$ cat src/hdl/mipsPkg.sv
package mipsPkg;

    // Data path widths
    typedef logic [31:0] word_t;
    typedef logic [4:0] regIdx_t;

    // First fetch address after reset
    localparam word_t defaultResetVector = 32'hBFC00000;
    // Register holding the return value
    localparam regIdx_t regV0 = 5'd2;

    // Multicycle control states
    typedef enum logic [2:0] {IF, ID, EX, MEM, WB, HALT} cpuState_t;

    // Primary opcodes, instr[31:26]
    typedef enum logic [5:0] {
        opSpecial = 6'd0,
        opJ       = 6'd2,
        opBeq     = 6'd4,
        opBne     = 6'd5,
        opAddiu   = 6'd9,
        opSlti    = 6'd10,
        opSltiu   = 6'd11,
        opAndi    = 6'd12,
        opOri     = 6'd13,
        opXori    = 6'd14,
        opLui     = 6'd15,
        opLw      = 6'd35,
        opSw      = 6'd43
    } opcode_t;

    // R-type function codes, instr[5:0]
    typedef enum logic [5:0] {
        fnSll  = 6'd0,
        fnSrl  = 6'd2,
        fnSra  = 6'd3,
        fnSllv = 6'd4,
        fnSrlv = 6'd6,
        fnSrav = 6'd7,
        fnJr   = 6'd8,
        fnAddu = 6'd33,
        fnSubu = 6'd35,
        fnAnd  = 6'd36,
        fnOr   = 6'd37,
        fnXor  = 6'd38,
        fnSlt  = 6'd42,
        fnSltu = 6'd43
    } funct_t;

    typedef enum logic [3:0] {
        aluAdd, aluSub, aluAnd, aluOr, aluXor, aluSlt, aluSltu, aluSll, aluSrl, aluSra, aluLui
    } aluOp_t;

    // Bus carries the word with its bytes in reverse order
    function automatic word_t byteSwap(input word_t value);
        return {value[7:0], value[15:8], value[23:16], value[31:24]};
    endfunction

endpackage
$ cat src/hdl/mipsCpuBus.sv
module mipsCpuBus #(
    parameter mipsPkg::word_t resetVector = mipsPkg::defaultResetVector
) (
    input  logic           clk,
    input  logic           reset,
    output logic           active,
    output mipsPkg::word_t registerV0,
    // Avalon master
    output mipsPkg::word_t address,
    output logic           read,
    output logic           write,
    input  logic           waitrequest,
    output mipsPkg::word_t writedata,
    output logic [3:0]     byteenable,
    input  mipsPkg::word_t readdata
);
    import mipsPkg::*;

    // Sequencing
    word_t instr;
    word_t pc;
    logic exStep;
    logic wbStep;

    // Decoded fields
    aluOp_t aluOp;
    regIdx_t rs;
    regIdx_t rt;
    regIdx_t destReg;
    logic [4:0] shamt;
    word_t immExt;
    logic useImm;
    logic isLoad;
    logic isStore;
    logic isBranchEq;
    logic isBranchNe;
    logic isJump;
    logic isJumpReg;
    logic isRedirect;
    logic regWrite;

    // Operands and results
    word_t rsValue;
    word_t rtValue;
    word_t aluResult;
    logic redirectValid;
    word_t redirectTarget;

    // Store data is always rt
    cpuControl #(.resetVector(resetVector)) uControl (
        .storeValue(rtValue),
        .*
    );

    instrDecode uDecode (.*);

    // J index is the low 26 bits of the instruction
    aluExecute uExecute (
        .jumpIndex(instr[25:0]),
        .*
    );

    regWriteBack uRegs (.*);

endmodule

$ cat src/hdl/regWriteBack.sv
module regWriteBack (
    input  logic             clk,
    input  logic             reset,
    input  mipsPkg::regIdx_t rs,
    input  mipsPkg::regIdx_t rt,
    input  mipsPkg::regIdx_t destReg,
    input  logic             wbStep,
    input  logic             regWrite,
    input  logic             isLoad,
    input  mipsPkg::word_t   aluResult,
    input  mipsPkg::word_t   readdata,
    output mipsPkg::word_t   rsValue,
    output mipsPkg::word_t   rtValue,
    output mipsPkg::word_t   registerV0
);
    import mipsPkg::*;

    word_t regs [32];
    // Bus word of the previous cycle, the completing MEM cycle when in WB
    word_t loadWord;
    word_t wbValue;

    // Register zero reads as zero
    assign rsValue = (rs == '0) ? '0 : regs[rs];
    assign rtValue = (rt == '0) ? '0 : regs[rt];
    assign registerV0 = regs[regV0];

    // Loads come back in bus byte order
    assign wbValue = isLoad ? byteSwap(loadWord) : aluResult;

    always_ff @(posedge clk) begin
        loadWord <= readdata;
    end

    always_ff @(posedge clk) begin
        if (reset) begin
            for (int i = 0; i < 32; i++) begin
                regs[i] <= '0;
            end
        end else if (wbStep && regWrite && (destReg != '0)) begin
            regs[destReg] <= wbValue;
        end
    end

endmodule

$ cat src/hdl/aluExecute.sv
module aluExecute (
    input  logic            clk,
    input  logic            exStep,
    input  mipsPkg::aluOp_t aluOp,
    input  mipsPkg::word_t  rsValue,
    input  mipsPkg::word_t  rtValue,
    input  mipsPkg::word_t  immExt,
    input  mipsPkg::word_t  pc,
    input  logic            useImm,
    input  logic [4:0]      shamt,
    input  logic            isBranchEq,
    input  logic            isBranchNe,
    input  logic            isJump,
    input  logic            isJumpReg,
    input  logic [25:0]     jumpIndex,
    output mipsPkg::word_t  aluResult,
    output logic            redirectValid,
    output mipsPkg::word_t  redirectTarget
);
    import mipsPkg::*;

    word_t operandB;
    logic [4:0] shiftAmt;
    word_t result;
    word_t pcPlus4;
    word_t target;
    logic taken;

    // Immediate or rt as second operand
    assign operandB = useImm ? immExt : rtValue;
    // Variable shifts use the low bits of rs
    assign shiftAmt = useImm ? shamt : rsValue[4:0];

    always_comb begin
        case (aluOp)
            aluAdd:  result = rsValue + operandB;
            aluSub:  result = rsValue - operandB;
            aluAnd:  result = rsValue & operandB;
            aluOr:   result = rsValue | operandB;
            aluXor:  result = rsValue ^ operandB;
            aluSlt:  result = {31'd0, $signed(rsValue) < $signed(operandB)};
            aluSltu: result = {31'd0, rsValue < operandB};
            // Shifts operate on rt
            aluSll:  result = rtValue << shiftAmt;
            aluSrl:  result = rtValue >> shiftAmt;
            aluSra:  result = $signed(rtValue) >>> shiftAmt;
            aluLui:  result = {immExt[15:0], 16'h0000};
            default: result = rsValue + operandB;
        endcase
    end

    // Branch and jump targets are relative to the delay slot address
    assign pcPlus4 = pc + 32'd4;
    assign taken = (isBranchEq && (rsValue == rtValue))
                || (isBranchNe && (rsValue != rtValue))
                || isJump
                || isJumpReg;

    always_comb begin
        if (isJumpReg) begin
            target = rsValue;
        end else if (isJump) begin
            target = {pcPlus4[31:28], jumpIndex, 2'b00};
        end else begin
            target = pcPlus4 + {immExt[29:0], 2'b00};
        end
    end

    // Captured at the end of EX, held until the next EX
    always_ff @(posedge clk) begin
        if (exStep) begin
            aluResult <= result;
            redirectValid <= taken;
            redirectTarget <= target;
        end
    end

endmodule

$ cat src/hdl/instrDecode.sv
module instrDecode (
    input  mipsPkg::word_t   instr,
    output mipsPkg::aluOp_t  aluOp,
    output mipsPkg::regIdx_t rs,
    output mipsPkg::regIdx_t rt,
    output mipsPkg::regIdx_t destReg,
    output logic [4:0]       shamt,
    output mipsPkg::word_t   immExt,
    output logic             useImm,
    output logic             isLoad,
    output logic             isStore,
    output logic             isBranchEq,
    output logic             isBranchNe,
    output logic             isJump,
    output logic             isJumpReg,
    output logic             isRedirect,
    output logic             regWrite
);
    import mipsPkg::*;

    opcode_t opcode;
    funct_t funct;
    logic [15:0] imm;
    logic rType;
    logic logicImm;

    // Field split
    assign opcode = opcode_t'(instr[31:26]);
    assign funct = funct_t'(instr[5:0]);
    assign rs = instr[25:21];
    assign rt = instr[20:16];
    assign shamt = instr[10:6];
    assign imm = instr[15:0];

    assign rType = (opcode == opSpecial);
    // rd for R-type, rt for immediates and loads
    assign destReg = rType ? instr[15:11] : instr[20:16];

    assign isLoad = (opcode == opLw);
    assign isStore = (opcode == opSw);
    assign isBranchEq = (opcode == opBeq);
    assign isBranchNe = (opcode == opBne);
    assign isJump = (opcode == opJ);
    assign isJumpReg = rType && (funct == fnJr);
    // Taken or not, all of these have a delay slot
    assign isRedirect = isBranchEq || isBranchNe || isJump || isJumpReg;

    // Logical immediates are zero extended, the rest sign extended
    assign logicImm = (opcode == opAndi) || (opcode == opOri) || (opcode == opXori);
    assign immExt = logicImm ? {16'h0000, imm} : {{16{imm[15]}}, imm};

    always_comb begin
        // Address add by default, covers LW and SW
        aluOp = aluAdd;
        useImm = 1'b1;
        regWrite = 1'b0;
        case (opcode)
            opSpecial: begin
                useImm = 1'b0;
                regWrite = 1'b1;
                case (funct)
                    fnAddu: aluOp = aluAdd;
                    fnSubu: aluOp = aluSub;
                    fnAnd:  aluOp = aluAnd;
                    fnOr:   aluOp = aluOr;
                    fnXor:  aluOp = aluXor;
                    fnSlt:  aluOp = aluSlt;
                    fnSltu: aluOp = aluSltu;
                    // Fixed shifts take shamt
                    fnSll: begin
                        aluOp = aluSll;
                        useImm = 1'b1;
                    end
                    fnSrl: begin
                        aluOp = aluSrl;
                        useImm = 1'b1;
                    end
                    fnSra: begin
                        aluOp = aluSra;
                        useImm = 1'b1;
                    end
                    fnSllv: aluOp = aluSll;
                    fnSrlv: aluOp = aluSrl;
                    fnSrav: aluOp = aluSra;
                    // JR and unknown codes write nothing
                    default: regWrite = 1'b0;
                endcase
            end
            opAddiu: regWrite = 1'b1;
            opSlti: begin
                aluOp = aluSlt;
                regWrite = 1'b1;
            end
            opSltiu: begin
                aluOp = aluSltu;
                regWrite = 1'b1;
            end
            opAndi: begin
                aluOp = aluAnd;
                regWrite = 1'b1;
            end
            opOri: begin
                aluOp = aluOr;
                regWrite = 1'b1;
            end
            opXori: begin
                aluOp = aluXor;
                regWrite = 1'b1;
            end
            opLui: begin
                aluOp = aluLui;
                regWrite = 1'b1;
            end
            opLw: regWrite = 1'b1;
            default: regWrite = 1'b0;
        endcase
    end

endmodule

$ cat src/hdl/cpuControl.sv
module cpuControl #(
    parameter mipsPkg::word_t resetVector = mipsPkg::defaultResetVector
) (
    input  logic           clk,
    input  logic           reset,
    input  logic           waitrequest,
    input  mipsPkg::word_t readdata,
    input  logic           isLoad,
    input  logic           isStore,
    input  logic           isRedirect,
    input  logic           redirectValid,
    input  mipsPkg::word_t redirectTarget,
    input  mipsPkg::word_t aluResult,
    input  mipsPkg::word_t storeValue,
    output mipsPkg::word_t instr,
    output mipsPkg::word_t pc,
    output logic           exStep,
    output logic           wbStep,
    output mipsPkg::word_t address,
    output logic           read,
    output logic           write,
    output mipsPkg::word_t writedata,
    output logic [3:0]     byteenable,
    output logic           active
);
    import mipsPkg::*;

    cpuState_t state;
    // Address the PC moves to when this instruction retires
    word_t nextPc;
    // Set after a branch or jump, consumed by the delay slot fetch
    logic pendingArm;

    assign exStep = (state == EX);
    assign wbStep = (state == WB);
    assign active = (state != HALT);

    // Bus master, fetch in IF and data access in MEM
    assign address = (state == MEM) ? aluResult : pc;
    assign read = (state == IF) || ((state == MEM) && isLoad);
    assign write = (state == MEM) && isStore;
    assign writedata = byteSwap(storeValue);
    // Word accesses only
    assign byteenable = 4'b1111;

    always_ff @(posedge clk) begin
        if (reset) begin
            state <= IF;
            pc <= resetVector;
            nextPc <= resetVector + 32'd4;
            pendingArm <= 1'b0;
        end else begin
            case (state)
                IF: begin
                    // Hold until the fetch completes
                    if (!waitrequest) begin
                        state <= ID;
                        pendingArm <= 1'b0;
                        // Delay slot fetch, taken target replaces the increment
                        if (pendingArm && redirectValid) begin
                            nextPc <= redirectTarget;
                        end else begin
                            nextPc <= pc + 32'd4;
                        end
                    end
                end
                ID: begin
                    // Fetch from address zero ends the run
                    if (pc == '0) begin
                        state <= HALT;
                    end else begin
                        state <= EX;
                    end
                end
                EX: begin
                    if (isRedirect) begin
                        // Branches and jumps retire here
                        state <= IF;
                        pc <= nextPc;
                        pendingArm <= 1'b1;
                    end else if (isLoad || isStore) begin
                        state <= MEM;
                    end else begin
                        state <= WB;
                    end
                end
                MEM: begin
                    if (!waitrequest) begin
                        if (isLoad) begin
                            state <= WB;
                        end else begin
                            // Stores skip WB
                            state <= IF;
                            pc <= nextPc;
                        end
                    end
                end
                WB: begin
                    state <= IF;
                    pc <= nextPc;
                end
                default: begin
                    state <= HALT;
                end
            endcase
        end
    end

    // Instruction register
    always_ff @(posedge clk) begin
        if ((state == IF) && !waitrequest) begin
            instr <= byteSwap(readdata);
        end
    end

endmodule

$ cat config.mk
export PLATFORM = sky130hd
export DESIGN_NAME = mipsCpuBus
export DESIGN_NICKNAME = d
export VERILOG_FILES = /design/src/hdl/mipsPkg.sv /design/src/hdl/mipsCpuBus.sv /design/src/hdl/regWriteBack.sv /design/src/hdl/aluExecute.sv /design/src/hdl/instrDecode.sv /design/src/hdl/cpuControl.sv
export SDC_FILE = /design/constraint.sdc
export NUM_CORES = 2
export LEC_CHECK = 0
export ABC_CLOCK_PERIOD_IN_PS = 10150
export BUFFER_PORTS_ARGS = -buffer_cell sky130_fd_sc_hd__buf_4
export CAP_MARGIN = 10
export CORE_ASPECT_RATIO = 0.75
export CORE_UTILIZATION = 45
export CTS_BUF_LIST = sky130_fd_sc_hd__clkbuf_4 sky130_fd_sc_hd__clkbuf_8
export DETAILED_ROUTE_END_ITERATION = 16
export REMOVE_ABC_BUFFERS = 1
export SYNTH_ARGS = -nofsm -noshare
export SYNTH_HDL_FRONTEND = slang
export SYNTH_SLANG_ARGS = --single-unit
$ cat constraint.sdc
create_clock -name clk -period 10.15 [get_ports clk]
set_clock_uncertainty 0.2 [all_clocks]
set_input_delay 2.03 -clock clk [delete_from_list [all_inputs] [get_ports clk]]
set_output_delay 2.03 -clock clk [all_outputs]
set_load 0.02 [all_outputs]
==> out/metrics.yaml <==
hold_viol_final: 0
period_share_pct: 74.3
dr.pass1.iters: 14
async_flop_share_pct: 0
whs_ns: 0.239
grt-ovfl-total: 0
min_path_type: "reg2reg"
synth_flop_cell: "edfxtp_1"
layout-area-overhead-vs-synth_pct: 10.8
worstPathArrival_ns: 5.32
cp_num_buf_inv: 5
ctsHoldBuffers: 0
dp.cells: 7969
dieHeight_um: 349
die_area_um2: 162000
placed_area_um2: 76000
antenna_found_initial: 14
synthCells: 6022
ant_nets: 0
syn_area_um2: 72300
power_mw: 15.0
crit_type: "reg2out"
critPathTopFamily: "buffers and inverters"
fin_area_um2: 80100
drc: 6
tightestPinTransition_ns: 1.37
final_common_cell: "nor2_1"
netlist-cell-type-count: 104
setup_violations: 0
first_global_vias: 53500
layout.cells.non_filler: 8344
die_w_um: 465
critPathSlowestCell: "dfxtp_4"
yosys_warnings: 0
cap_violations: 0
drt-initial-drc-count: 9934
post_drt_wl_per_cell_um: 37.8
leakagePower_nw: 29.2
slowest_delay_ns: 0.98
clkSinkCount: 1231
synth_seq_cells: 1231
max_freq_mhz: 133
post-route-util_pct: 50.6
nets: 6225
cp.required_ns: 7.92
path_max_fanout: 42
drive_gt1_share_pct: 23.6
syn_area_per_cell_um2: 12.0
avgViaCountPerCell: 6.88
place_ws_ns: 2.71
path_cells: "buf_12 > buf_4 > buf_4 > buf_4 > mux4_2 > mux4_2 > a22o_1 > buf_4"
p_per_area_nw_per_um2: 187
hpwlAfterDp_mm: 208
crit_path_start_kind: "register"
slew_violations: 0
final.setup.tns_ns: 0
grt_max_degree: 110
crit_top_cell: "buf_4"
slew_headroom_pct: 8.22
cts_made_buffers: 198
yosysSeqAreaShare_pct: 49.6
rows: 126
worst_slack_ns: 2.60
cts_buffer_depth: 3
cts.repair.resized: 0
grt_pass1_wl_mm: 432
period_needed_ns: 7.55
postCtsSetupBuffers: 0
synth_edf_count: 1121
max-vdd-ir-drop_uv: 169
mostFrequentLayoutCells: "nor2_1 (1,207), edfxtp_1 (1,121), mux4_2 (557)"
start_util_pct: 45.6
core_um2: 158000
cp-end-kind: "primary output"
outcome: "complete, but fails checks"
violations: "DRC"
vias: 57400
place_congestion: 1.02
cts.htree.levels: 4
cts_tree: "yes"
clk_pin_slew_ns: 0.08
ioPinCount: 138
numPortBuffers: 133
root_buffer: "clkbuf_8"
clk_latency_ns: 0.99
grtUsageTotal_pct: 38.4
wl_mm: 316
rsz0062_at_grt: "false"
## path summary, 6_finish.rpt
| check | from | endpoint | slack, ns | cells after the start |
|---|---|---|---|---|
| min reg2reg | uControl.nextPc[20]$_SDFFE_PP0P_ | uControl.pc[20]$_SDFFE_PP0P_ | 0.24 | 2 |
| max | register | writedata[4] | 2.60 | 8 |
| min | uControl.nextPc[20]$_SDFFE_PP0P_ | uControl.pc[20]$_SDFFE_PP0P_ | 0.24 | 2 |
| max reg2reg | register | uExecute.aluResult[25]$_DFFE_PP_ | 2.61 | 19 |
## cell usage after synthesis, types with 13 or more instances
| cell | instances | area [um2] |
|---|---|---|
| o22ai_1 | 16 | 100 |
| a22o_1 | 23 | 201 |
| xnor2_1 | 84 | 736 |
| a221oi_1 | 23 | 201 |
| clkbuf_1 | 364 | 1370 |
| xor2_1 | 29 | 254 |
| nand3_1 | 66 | 330 |
| nor2_1 | 1210 | 4540 |
| a22oi_1 | 65 | 488 |
| dfxtp_1 | 110 | 2200 |
| buf_4 | 30 | 225 |
| inv_1 | 115 | 432 |
| and3_1 | 28 | 175 |
| buf_6 | 32 | 360 |
| buf_1 | 32 | 120 |
| buf_2 | 103 | 515 |
| a211oi_1 | 90 | 676 |
| a31oi_1 | 33 | 206 |
| o211ai_1 | 35 | 263 |
| edfxtp_1 | 1121 | 33700 |
| o31ai_1 | 17 | 128 |
| o21a_1 | 19 | 143 |
| nor2b_1 | 23 | 144 |
| nand4_1 | 24 | 150 |
| nand2b_1 | 28 | 175 |
| or3_1 | 20 | 125 |
| nand2_1 | 442 | 1660 |
| mux2_2 | 48 | 541 |
| o21ai_0 | 149 | 746 |
| mux4_2 | 557 | 12500 |
| and2_1 | 15 | 93.8 |
| mux2i_1 | 257 | 2570 |
| nor3_1 | 62 | 310 |
| a21o_1 | 65 | 488 |
| ha_1 | 127 | 1590 |
| a211o_1 | 13 | 114 |
| o21bai_1 | 24 | 180 |
| nor4_1 | 16 | 100 |
| a21oi_1 | 290 | 1450 |
## routing by layer
layer | wire, um | up-vias | track usage [%]
met5 | 144 | - | 0
met2 | 127000 | 4799 | 51.9
met3 | 48800 | 667 | 13.9
met4 | 12900 | 10 | 14.2
met1 | 127000 | 29100 | 55.8
li1 | - | 22800 | -
## sequential cells by signal, indices dropped and copies added (netlist names), named ones only
name and count:
uControl.instr 32, uControl.nextPc 32, uControl.pc 32, uControl.pendingArm 1, uControl.state 3, uExecute.aluResult 32
uExecute.redirectTarget 32, uExecute.redirectValid 1, uRegs.loadWord 32, uRegs.regs 1024
## power breakdown
part / leakage [nW] / internal [mW] / switching [mW]
registers: 12.3 / 5.75 / 0.217
clock network: 2.15 / 2.37 / 2.20
logic: 14.7 / 1.58 / 2.86
total: 29.2 / 9.70 / 5.28
## kinds of logic after synthesis
group	count (synthesis)	share of synthesized area [%]
buffers and inverters	684	4.25
DFF	1231	49.6
adders and majority gates	130	2.28
other	2	0.0104
xor gates and xnor gates	113	1.37
muxes	864	21.7
AOI/OAI and AO/OA	1004	9.30
and+or+nand+nor	1994	11.5
## area by class of cell
cell class                 count  area [um2]
clock inverter                90         727
sequential                  1231       35900
antenna                        8        20.0
timing repair buffer         367        2890
inverter                     121         454
multi-input combinational   4141       34100
fill                       13800       78300
tap                         2112        2640
clock buffer                 274        3330
## tightest hold or removal path: stages, from the launching register on
cell and delay [ns]:
dfxtp_1 0.31, nand2_1 0.05, a21oi_1 0.05
Note: power is estimated with default switching activity, not from simulation.
